File: src/include/mnist_pad_defs.svh
`ifndef MNIST_PAD_DEFS_SVH
`define MNIST_PAD_DEFS_SVH

// --------------------
// Drawing grid geometry
// --------------------

// Cells per side of the square grid
`define MNIST_PAD_GRID_SIZE 28

// 28 * 28 cells
`define MNIST_PAD_CELL_COUNT 784

// Enough for 0 to 27
`define MNIST_PAD_COORD_WIDTH 5

// Row * 28 + column, up to 783
`define MNIST_PAD_ADDR_WIDTH 10

// Cursor start cell on both axes
`define MNIST_PAD_HOME 14

// --------------------
// PS/2 framing
// --------------------

// Agreeing raw clock samples before the filtered level moves
`define MNIST_PAD_FILTER_LEN 8

// Start, 8 data, parity, stop
`define MNIST_PAD_FRAME_BITS 11

`endif
File: src/source/mnist_pad_pkg.sv
`include "mnist_pad_defs.svh"

package mnist_pad_pkg;

    // --------------------
    // Data types
    // --------------------

    // One cursor coordinate
    typedef logic [`MNIST_PAD_COORD_WIDTH-1:0] coord_t;

    // Flat cell index, row major
    typedef logic [`MNIST_PAD_ADDR_WIDTH-1:0] cell_addr_t;

    // Byte taken from a PS/2 frame
    typedef logic [7:0] scan_code_t;

    // Active low, segment a in bit 0 up to g in bit 6
    typedef logic [6:0] segments_t;

    // --------------------
    // Encodings
    // --------------------

    // Set 2 make codes of the arrow keys
    typedef enum logic [7:0] {
        key_left  = 8'h6B,
        key_right = 8'h74,
        key_up    = 8'h75,
        key_down  = 8'h72
    } arrow_code_e;

    // Receiver FSM
    typedef enum logic [1:0] {
        rx_idle,
        rx_shift,
        rx_check
    } ps2_rx_state_e;

endpackage

File: src/source/drawing_pad_top.sv
`timescale 1ns/1ps

module drawing_pad_top #(
    parameter int move_holdoff = 2000000
) (
    input  logic                      clk,
    input  logic                      reset,
    input  logic                      on,
    input  logic                      draw,
    input  logic                      ps2_clk,
    input  logic                      ps2_data,
    input  mnist_pad_pkg::cell_addr_t cell_addr,
    output mnist_pad_pkg::segments_t  hex0,
    output mnist_pad_pkg::segments_t  hex1,
    output mnist_pad_pkg::segments_t  hex2,
    output mnist_pad_pkg::segments_t  hex3,
    output logic                      cell_value
);

    logic                      key_valid;
    mnist_pad_pkg::scan_code_t key_code;
    mnist_pad_pkg::coord_t     cursor_x;
    mnist_pad_pkg::coord_t     cursor_y;

    // Keyboard bytes
    ps2_receiver u_ps2_receiver (
        .clk       (clk),
        .reset     (reset),
        .ps2_clk   (ps2_clk),
        .ps2_data  (ps2_data),
        .key_valid (key_valid),
        .key_code  (key_code)
    );

    // Cursor and drawn cells
    cursor_grid #(
        .move_holdoff (move_holdoff)
    ) u_cursor_grid (
        .clk        (clk),
        .reset      (reset),
        .on         (on),
        .draw       (draw),
        .key_valid  (key_valid),
        .key_code   (key_code),
        .cell_addr  (cell_addr),
        .cursor_x   (cursor_x),
        .cursor_y   (cursor_y),
        .cell_value (cell_value)
    );

    // Position readout
    seven_segment_display u_seven_segment_display (
        .cursor_x (cursor_x),
        .cursor_y (cursor_y),
        .hex0     (hex0),
        .hex1     (hex1),
        .hex2     (hex2),
        .hex3     (hex3)
    );

endmodule

File: src/source/seven_segment_display.sv
`timescale 1ns/1ps

module seven_segment_display (
    input  mnist_pad_pkg::coord_t    cursor_x,
    input  mnist_pad_pkg::coord_t    cursor_y,
    output mnist_pad_pkg::segments_t hex0,
    output mnist_pad_pkg::segments_t hex1,
    output mnist_pad_pkg::segments_t hex2,
    output mnist_pad_pkg::segments_t hex3
);

    // Common anode patterns, bit 6 is segment g
    function automatic mnist_pad_pkg::segments_t hex_to_segments(input logic [3:0] value);
        mnist_pad_pkg::segments_t pattern;
        case (value)
            4'h0: pattern = 7'b1000000;
            4'h1: pattern = 7'b1111001;
            4'h2: pattern = 7'b0100100;
            4'h3: pattern = 7'b0110000;
            4'h4: pattern = 7'b0011001;
            4'h5: pattern = 7'b0010010;
            4'h6: pattern = 7'b0000010;
            4'h7: pattern = 7'b1111000;
            4'h8: pattern = 7'b0000000;
            4'h9: pattern = 7'b0010000;
            4'hA: pattern = 7'b0001000;
            4'hB: pattern = 7'b0000011;
            4'hC: pattern = 7'b1000110;
            4'hD: pattern = 7'b0100001;
            4'hE: pattern = 7'b0000110;
            default: pattern = 7'b0001110;
        endcase
        return pattern;
    endfunction

    // Low nibble and top bit of each coordinate
    assign hex0 = hex_to_segments(cursor_x[3:0]);
    assign hex1 = hex_to_segments({3'b000, cursor_x[4]});
    assign hex2 = hex_to_segments(cursor_y[3:0]);
    assign hex3 = hex_to_segments({3'b000, cursor_y[4]});

endmodule

File: src/source/cursor_grid.sv
`timescale 1ns/1ps
`include "mnist_pad_defs.svh"

module cursor_grid #(
    parameter int move_holdoff = 2000000
) (
    input  logic                      clk,
    input  logic                      reset,
    input  logic                      on,
    input  logic                      draw,
    input  logic                      key_valid,
    input  mnist_pad_pkg::scan_code_t key_code,
    input  mnist_pad_pkg::cell_addr_t cell_addr,
    output mnist_pad_pkg::coord_t     cursor_x,
    output mnist_pad_pkg::coord_t     cursor_y,
    output logic                      cell_value
);

    localparam int holdoff_width = $clog2(move_holdoff + 1);

    localparam mnist_pad_pkg::coord_t coord_max =
        mnist_pad_pkg::coord_t'(`MNIST_PAD_GRID_SIZE - 1);
    localparam mnist_pad_pkg::coord_t coord_home =
        mnist_pad_pkg::coord_t'(`MNIST_PAD_HOME);

    logic [holdoff_width-1:0]         holdoff_count;
    logic                             key_accept;
    logic                             move_ok;
    mnist_pad_pkg::coord_t            next_x;
    mnist_pad_pkg::coord_t            next_y;

    logic [`MNIST_PAD_CELL_COUNT-1:0] cells;
    mnist_pad_pkg::cell_addr_t        write_addr;

    // --------------------
    // Cursor movement
    // --------------------

    // Only one step per accepted key
    assign key_accept = on && key_valid && (holdoff_count == '0);

    // Step that would leave the grid is dropped
    always_comb begin
        next_x  = cursor_x;
        next_y  = cursor_y;
        move_ok = 1'b0;
        case (key_code)
            mnist_pad_pkg::key_left: begin
                if (cursor_x != '0) begin
                    next_x  = cursor_x - 1'b1;
                    move_ok = 1'b1;
                end
            end
            mnist_pad_pkg::key_right: begin
                if (cursor_x < coord_max) begin
                    next_x  = cursor_x + 1'b1;
                    move_ok = 1'b1;
                end
            end
            mnist_pad_pkg::key_up: begin
                if (cursor_y != '0) begin
                    next_y  = cursor_y - 1'b1;
                    move_ok = 1'b1;
                end
            end
            mnist_pad_pkg::key_down: begin
                if (cursor_y < coord_max) begin
                    next_y  = cursor_y + 1'b1;
                    move_ok = 1'b1;
                end
            end
            default: begin
                move_ok = 1'b0;
            end
        endcase
    end

    always_ff @(posedge clk or posedge reset) begin
        if (reset) begin
            cursor_x      <= coord_home;
            cursor_y      <= coord_home;
            holdoff_count <= '0;
        end else if (key_accept && move_ok) begin
            cursor_x      <= next_x;
            cursor_y      <= next_y;
            holdoff_count <= holdoff_width'(move_holdoff);
        end else if (on && holdoff_count != '0) begin
            // Hold-off freezes along with everything else when off
            holdoff_count <= holdoff_count - 1'b1;
        end
    end

    // --------------------
    // Cell memory
    // --------------------

    assign write_addr = mnist_pad_pkg::cell_addr_t'(cursor_y) *
                        mnist_pad_pkg::cell_addr_t'(`MNIST_PAD_GRID_SIZE) +
                        mnist_pad_pkg::cell_addr_t'(cursor_x);

    // Drawing ignores the hold-off
    always_ff @(posedge clk or posedge reset) begin
        if (reset) begin
            cells <= '0;
        end else if (on && draw) begin
            cells[write_addr] <= 1'b1;
        end
    end

    // Registered read, addresses past the grid read as clear
    always_ff @(posedge clk or posedge reset) begin
        if (reset) begin
            cell_value <= 1'b0;
        end else if (cell_addr < mnist_pad_pkg::cell_addr_t'(`MNIST_PAD_CELL_COUNT)) begin
            cell_value <= cells[cell_addr];
        end else begin
            cell_value <= 1'b0;
        end
    end

endmodule

File: src/source/ps2_receiver.sv
`timescale 1ns/1ps
`include "mnist_pad_defs.svh"

module ps2_receiver (
    input  logic                      clk,
    input  logic                      reset,
    input  logic                      ps2_clk,
    input  logic                      ps2_data,
    output logic                      key_valid,
    output mnist_pad_pkg::scan_code_t key_code
);

    localparam int count_width = $clog2(`MNIST_PAD_FRAME_BITS);

    logic [`MNIST_PAD_FILTER_LEN-1:0] filter_reg;
    logic                             ps2_clk_filt;
    logic                             ps2_clk_filt_next;
    logic                             fall_edge;

    mnist_pad_pkg::ps2_rx_state_e     state;
    logic [count_width-1:0]           bits_left;
    logic [`MNIST_PAD_FRAME_BITS-1:0] frame;
    logic                             shift_en;
    logic                             frame_ok;
    logic                             load_code;

    // --------------------
    // Clock filter
    // --------------------

    // Bus idles high, so start the filter there
    always_ff @(posedge clk or posedge reset) begin
        if (reset) begin
            filter_reg   <= '1;
            ps2_clk_filt <= 1'b1;
        end else begin
            filter_reg   <= {ps2_clk, filter_reg[`MNIST_PAD_FILTER_LEN-1:1]};
            ps2_clk_filt <= ps2_clk_filt_next;
        end
    end

    // Level only moves once every sample agrees
    always_comb begin
        if (&filter_reg) begin
            ps2_clk_filt_next = 1'b1;
        end else if (~|filter_reg) begin
            ps2_clk_filt_next = 1'b0;
        end else begin
            ps2_clk_filt_next = ps2_clk_filt;
        end
    end

    assign fall_edge = ps2_clk_filt & ~ps2_clk_filt_next;

    // --------------------
    // Frame FSM
    // --------------------

    // Start bit in idle, the other ten bits in rx_shift
    assign shift_en = fall_edge &&
                      ((state == mnist_pad_pkg::rx_idle && !ps2_data) ||
                       state == mnist_pad_pkg::rx_shift);

    // Parity is not looked at
    assign frame_ok  = !frame[0] && frame[`MNIST_PAD_FRAME_BITS-1];
    assign load_code = (state == mnist_pad_pkg::rx_check) && frame_ok;

    always_ff @(posedge clk or posedge reset) begin
        if (reset) begin
            state     <= mnist_pad_pkg::rx_idle;
            bits_left <= '0;
            key_valid <= 1'b0;
        end else begin
            key_valid <= load_code;
            case (state)
                mnist_pad_pkg::rx_idle: begin
                    if (shift_en) begin
                        bits_left <= count_width'(`MNIST_PAD_FRAME_BITS - 2);
                        state     <= mnist_pad_pkg::rx_shift;
                    end
                end
                mnist_pad_pkg::rx_shift: begin
                    if (shift_en) begin
                        if (bits_left == '0) begin
                            state <= mnist_pad_pkg::rx_check;
                        end else begin
                            bits_left <= bits_left - 1'b1;
                        end
                    end
                end
                mnist_pad_pkg::rx_check: begin
                    state <= mnist_pad_pkg::rx_idle;
                end
                default: begin
                    state <= mnist_pad_pkg::rx_idle;
                end
            endcase
        end
    end

    // LSB first, so new bits enter at the top
    always_ff @(posedge clk) begin
        if (shift_en) begin
            frame <= {ps2_data, frame[`MNIST_PAD_FRAME_BITS-1:1]};
        end
        if (load_code) begin
            key_code <= frame[8:1];
        end
    end

endmodule

File: config.mk
export PLATFORM = sky130hd
export DESIGN_NAME = drawing_pad_top
export DESIGN_NICKNAME = d
export VERILOG_FILES = /design/src/source/mnist_pad_pkg.sv /design/src/source/drawing_pad_top.sv /design/src/source/seven_segment_display.sv /design/src/source/cursor_grid.sv /design/src/source/ps2_receiver.sv
export VERILOG_INCLUDE_DIRS = /design/src /design/src/include
export SDC_FILE = /design/constraint.sdc
export NUM_CORES = 2
export LEC_CHECK = 0
export BUFFER_PORTS_ARGS = -buffer_cell sky130_fd_sc_hd__buf_2
export CAP_MARGIN = 25
export CORE_MARGIN = 4
export CORE_UTILIZATION = 45
export CTS_BUF_LIST = sky130_fd_sc_hd__clkbuf_4
export DETAILED_ROUTE_END_ITERATION = 12
export SYNTH_ARGS = -nofsm -noshare
export SYNTH_HDL_FRONTEND = slang
export SYNTH_SLANG_ARGS = --single-unit
File: constraint.sdc
create_clock -name clk -period 79.4 [get_ports clk]
set_input_delay 11.91 -clock clk [delete_from_list [all_inputs] [get_ports clk]]
set_output_delay 11.91 -clock clk [all_outputs]
set_load 0.05 [all_outputs]
==> results.yml <==
worst_setup_path:
  crit_path_frequent_cell: "inv_1"
  critPathTopFamily: "flip-flops"
  crit_buf_inv: 3
  cp.arrival_ns: 2.99
  crit_fanout: 11
  required_ns: 67.49
  crit_type: "reg2out"
  cp_slowest_cell: "dfstp_2"
  path_cells: "inv_1 -> ha_1 -> inv_1 -> mux4_2 -> buf_2"
  end_kind: "primary output"
  max_stage_delay_ns: 0.69
  cp-start-kind: "register"
clock_tree:
  cts.sinks: 851
  clockBufferDepth: 3
  cts_resized: 0
  cts_inserted_buffers: 217
  tritoncts: "done"
  cts_root_buffer: "clkbuf_4"
  cts_setup_buffers: 0
  htree_levels: 4
  clkTransAtPathRegs_ns: 0.07
  hold_buffers: 0
  clkLatencyLatePin_ns: 1.04
logic_synthesis:
  async_flop_share_pct: 97.8
  yosysWarnings: 0
  synth_area_leaders: "dfrtp_1, mux4_2, a21o_1"
  netlist.area_leader.share_pct: 55.3
  synth-edff-count: 19
  ys.flop_type: "dfrtp_1"
  avgSynthCellArea_sq_um: 13.8
  synth_area_sq_mm: 0.0370
  synth_cell_types: 70
  syn_inst: 2681
  ys_ff_latch: 851
  yosysSeqAreaShare_pct: 57.9
  yosysTopAreaCell: "dfrtp_1"
global_routing:
  antenna_found_initial: 4
  grt_max_degree: 149
  grt_pass1_wl_um: 156000
  grt_use_total_pct: 23.5
  gr-total-overflow: 0
  grt_pass1_vias: 26200
die:
  core_area_sq_mm: 0.0809
  initial_utilization_pct: 45.7
  rows: 104
  die_y_um: 295
  ios: 45
  fp.dieW_um: 295
  die-area_sq_mm: 0.0868
drt:
  routedWlPerCell_um: 24.7
  wirelength_um: 100000
  drc_errors: 0
  drtIter0Drc: 1864
  antenna_left: 0
  via_per_inst: 6.01
  dr.pass1.iters: 5
  vias: 24400
cells_and_area:
  nets: 2891
  n_fill_cell: 6999
  top_register: "u_cursor_grid.cells"
  largest_register_ffs: 784
  layout_common_cells: "dfrtp_1, a21o_1, clkbuf_4, o21bai_1, mux4_2"
  drive_gt1_share_pct: 23.7
  reg_top3: "u_cursor_grid.cells x784, u_cursor_grid.holdoff_count x21, u_ps2_receiver.frame x11"
  area_delta_synth_final_pct: 11.7
  layout_commonest_cell: "dfrtp_1"
sta:
  rsz0062_at_grt: "false"
  final_max_slew_viol_count: 0
  max_freq_ghz: 0.0671
  tightest_slew_ns: 0.984
  max_slew_margin_pct: 34.4
  finClkSkew_ns: 0.0585
  setup_tns_ns: 0
  period_share_pct: 18.8
  post-route-min-period_ns: 14.90
  final_hold_viol_count: 0
  setup_viol: 0
run_status:
  status: "complete, no violations"
run:
  drv_cap: 0
pwr:
  vdd.ir_drop.worst_v: 0.0000103
  power.density_mw_per_mm2: 20.6
  p_leak_uw: 0.0230
  p_total_uw: 851
min_path:
  hp-class: "reg2reg"
placement:
  place_congestion: 0.824
  dp_hpwl_um: 60600
  io_buffers: 38
-- routing by layer --
| layer | global-route usage, % | share of wire (%) | wire length (um) |
|---|---|---|---|
| met1 | 32.2 | 44 | 43600 |
| met2 | 37.1 | 47 | 47100 |
| met3 | 5.45 | 6.3 | 6340 |
| met4 | 8.96 | 3.1 | 3140 |
| met5 | 0 | 0 | 0 |
-- power by group --
group,internal (uW),switching [uW]
Clock,187,179
Sequential,440,5.05
Combinational,12.5,26.8
Total,640,211
-- cells in the mapped netlist, types with 34 or more instances --
library cell and number:
a21oi_1 49, mux4_2 186, ha_1 34, dfrtp_1 817, clkbuf_1 103, a22oi_1 58
nand2_1 88, o21bai_1 273, a21o_1 520, mux2i_1 40, nor2_1 67, buf_2 53
-- cell families after synthesis --
family / Yosys count / synth area share, %
AOI/OAI and AO/OA: 982 / 19.5
DFF: 851 / 57.9
and+or+nand+nor: 303 / 4.31
muxes: 234 / 12.7
buffers and inverters: 227 / 2.99
adders and majority gates: 42 / 1.58
xor gates and xnor gates: 40 / 1.05
other: 2 / 0.0203
-- path summary, 6_finish.rpt --
| check | startpoint | slack (ns) | end | depth (start not counted) |
|---|---|---|---|---|
| setup reg to reg | u_cursor_grid.cursor_y[2] | 74.99 | u_cursor_grid.cells[775] | 11 |
| hold / removal | u_ps2_receiver.filter_reg[7] | 0.37 | u_ps2_receiver.filter_reg[6] | 0 |
| setup / recovery | u_cursor_grid.cursor_y[1] | 64.50 | hex2[3] | 5 |
| hold reg to reg | u_ps2_receiver.filter_reg[7] | 0.37 | u_ps2_receiver.filter_reg[6] | 0 |
| max in group asynchronous | reset | 65.42 | u_cursor_grid.cells[470] | 8 |
| min in group asynchronous | reset | 10.94 | u_cursor_grid.cells[657] | 2 |
-- stage by stage --
step | hold slack, ns | setup WS [ns] | instances | instance area [sq um] | util [%]
3_5_place_dp | 0.363 | 63.45 | 3665 | 38400 | 47.4
2_1_floorplan | 0.358 | 44.14 | 2685 | 37000 | -
6_report | 0.372 | 64.50 | 4054 | 41300 | 51.0
3_3_place_gp | 0.363 | 63.42 | 3663 | 38300 | 47.4
4_1_cts | 0.374 | 64.34 | 4042 | 41100 | 50.7
5_1_grt | 0.380 | 64.26 | 4054 | 41300 | 51.0
-- area by class of cell --
type | instances | area, sq um | share of cell area (%)
clock inverter | 64 | 349 | 0.845
multi-input combinational | 1607 | 14700 | 35.5
timing repair buffer | 132 | 1120 | 2.70
sequential | 851 | 21400 | 51.8
antenna | 3 | 7.51 | 0.0182
tap | 1060 | 1330 | 3.21
inverter | 24 | 97.6 | 0.236
clock buffer | 313 | 2350 | 5.69
Note: power is estimated with default switching activity, not from simulation.
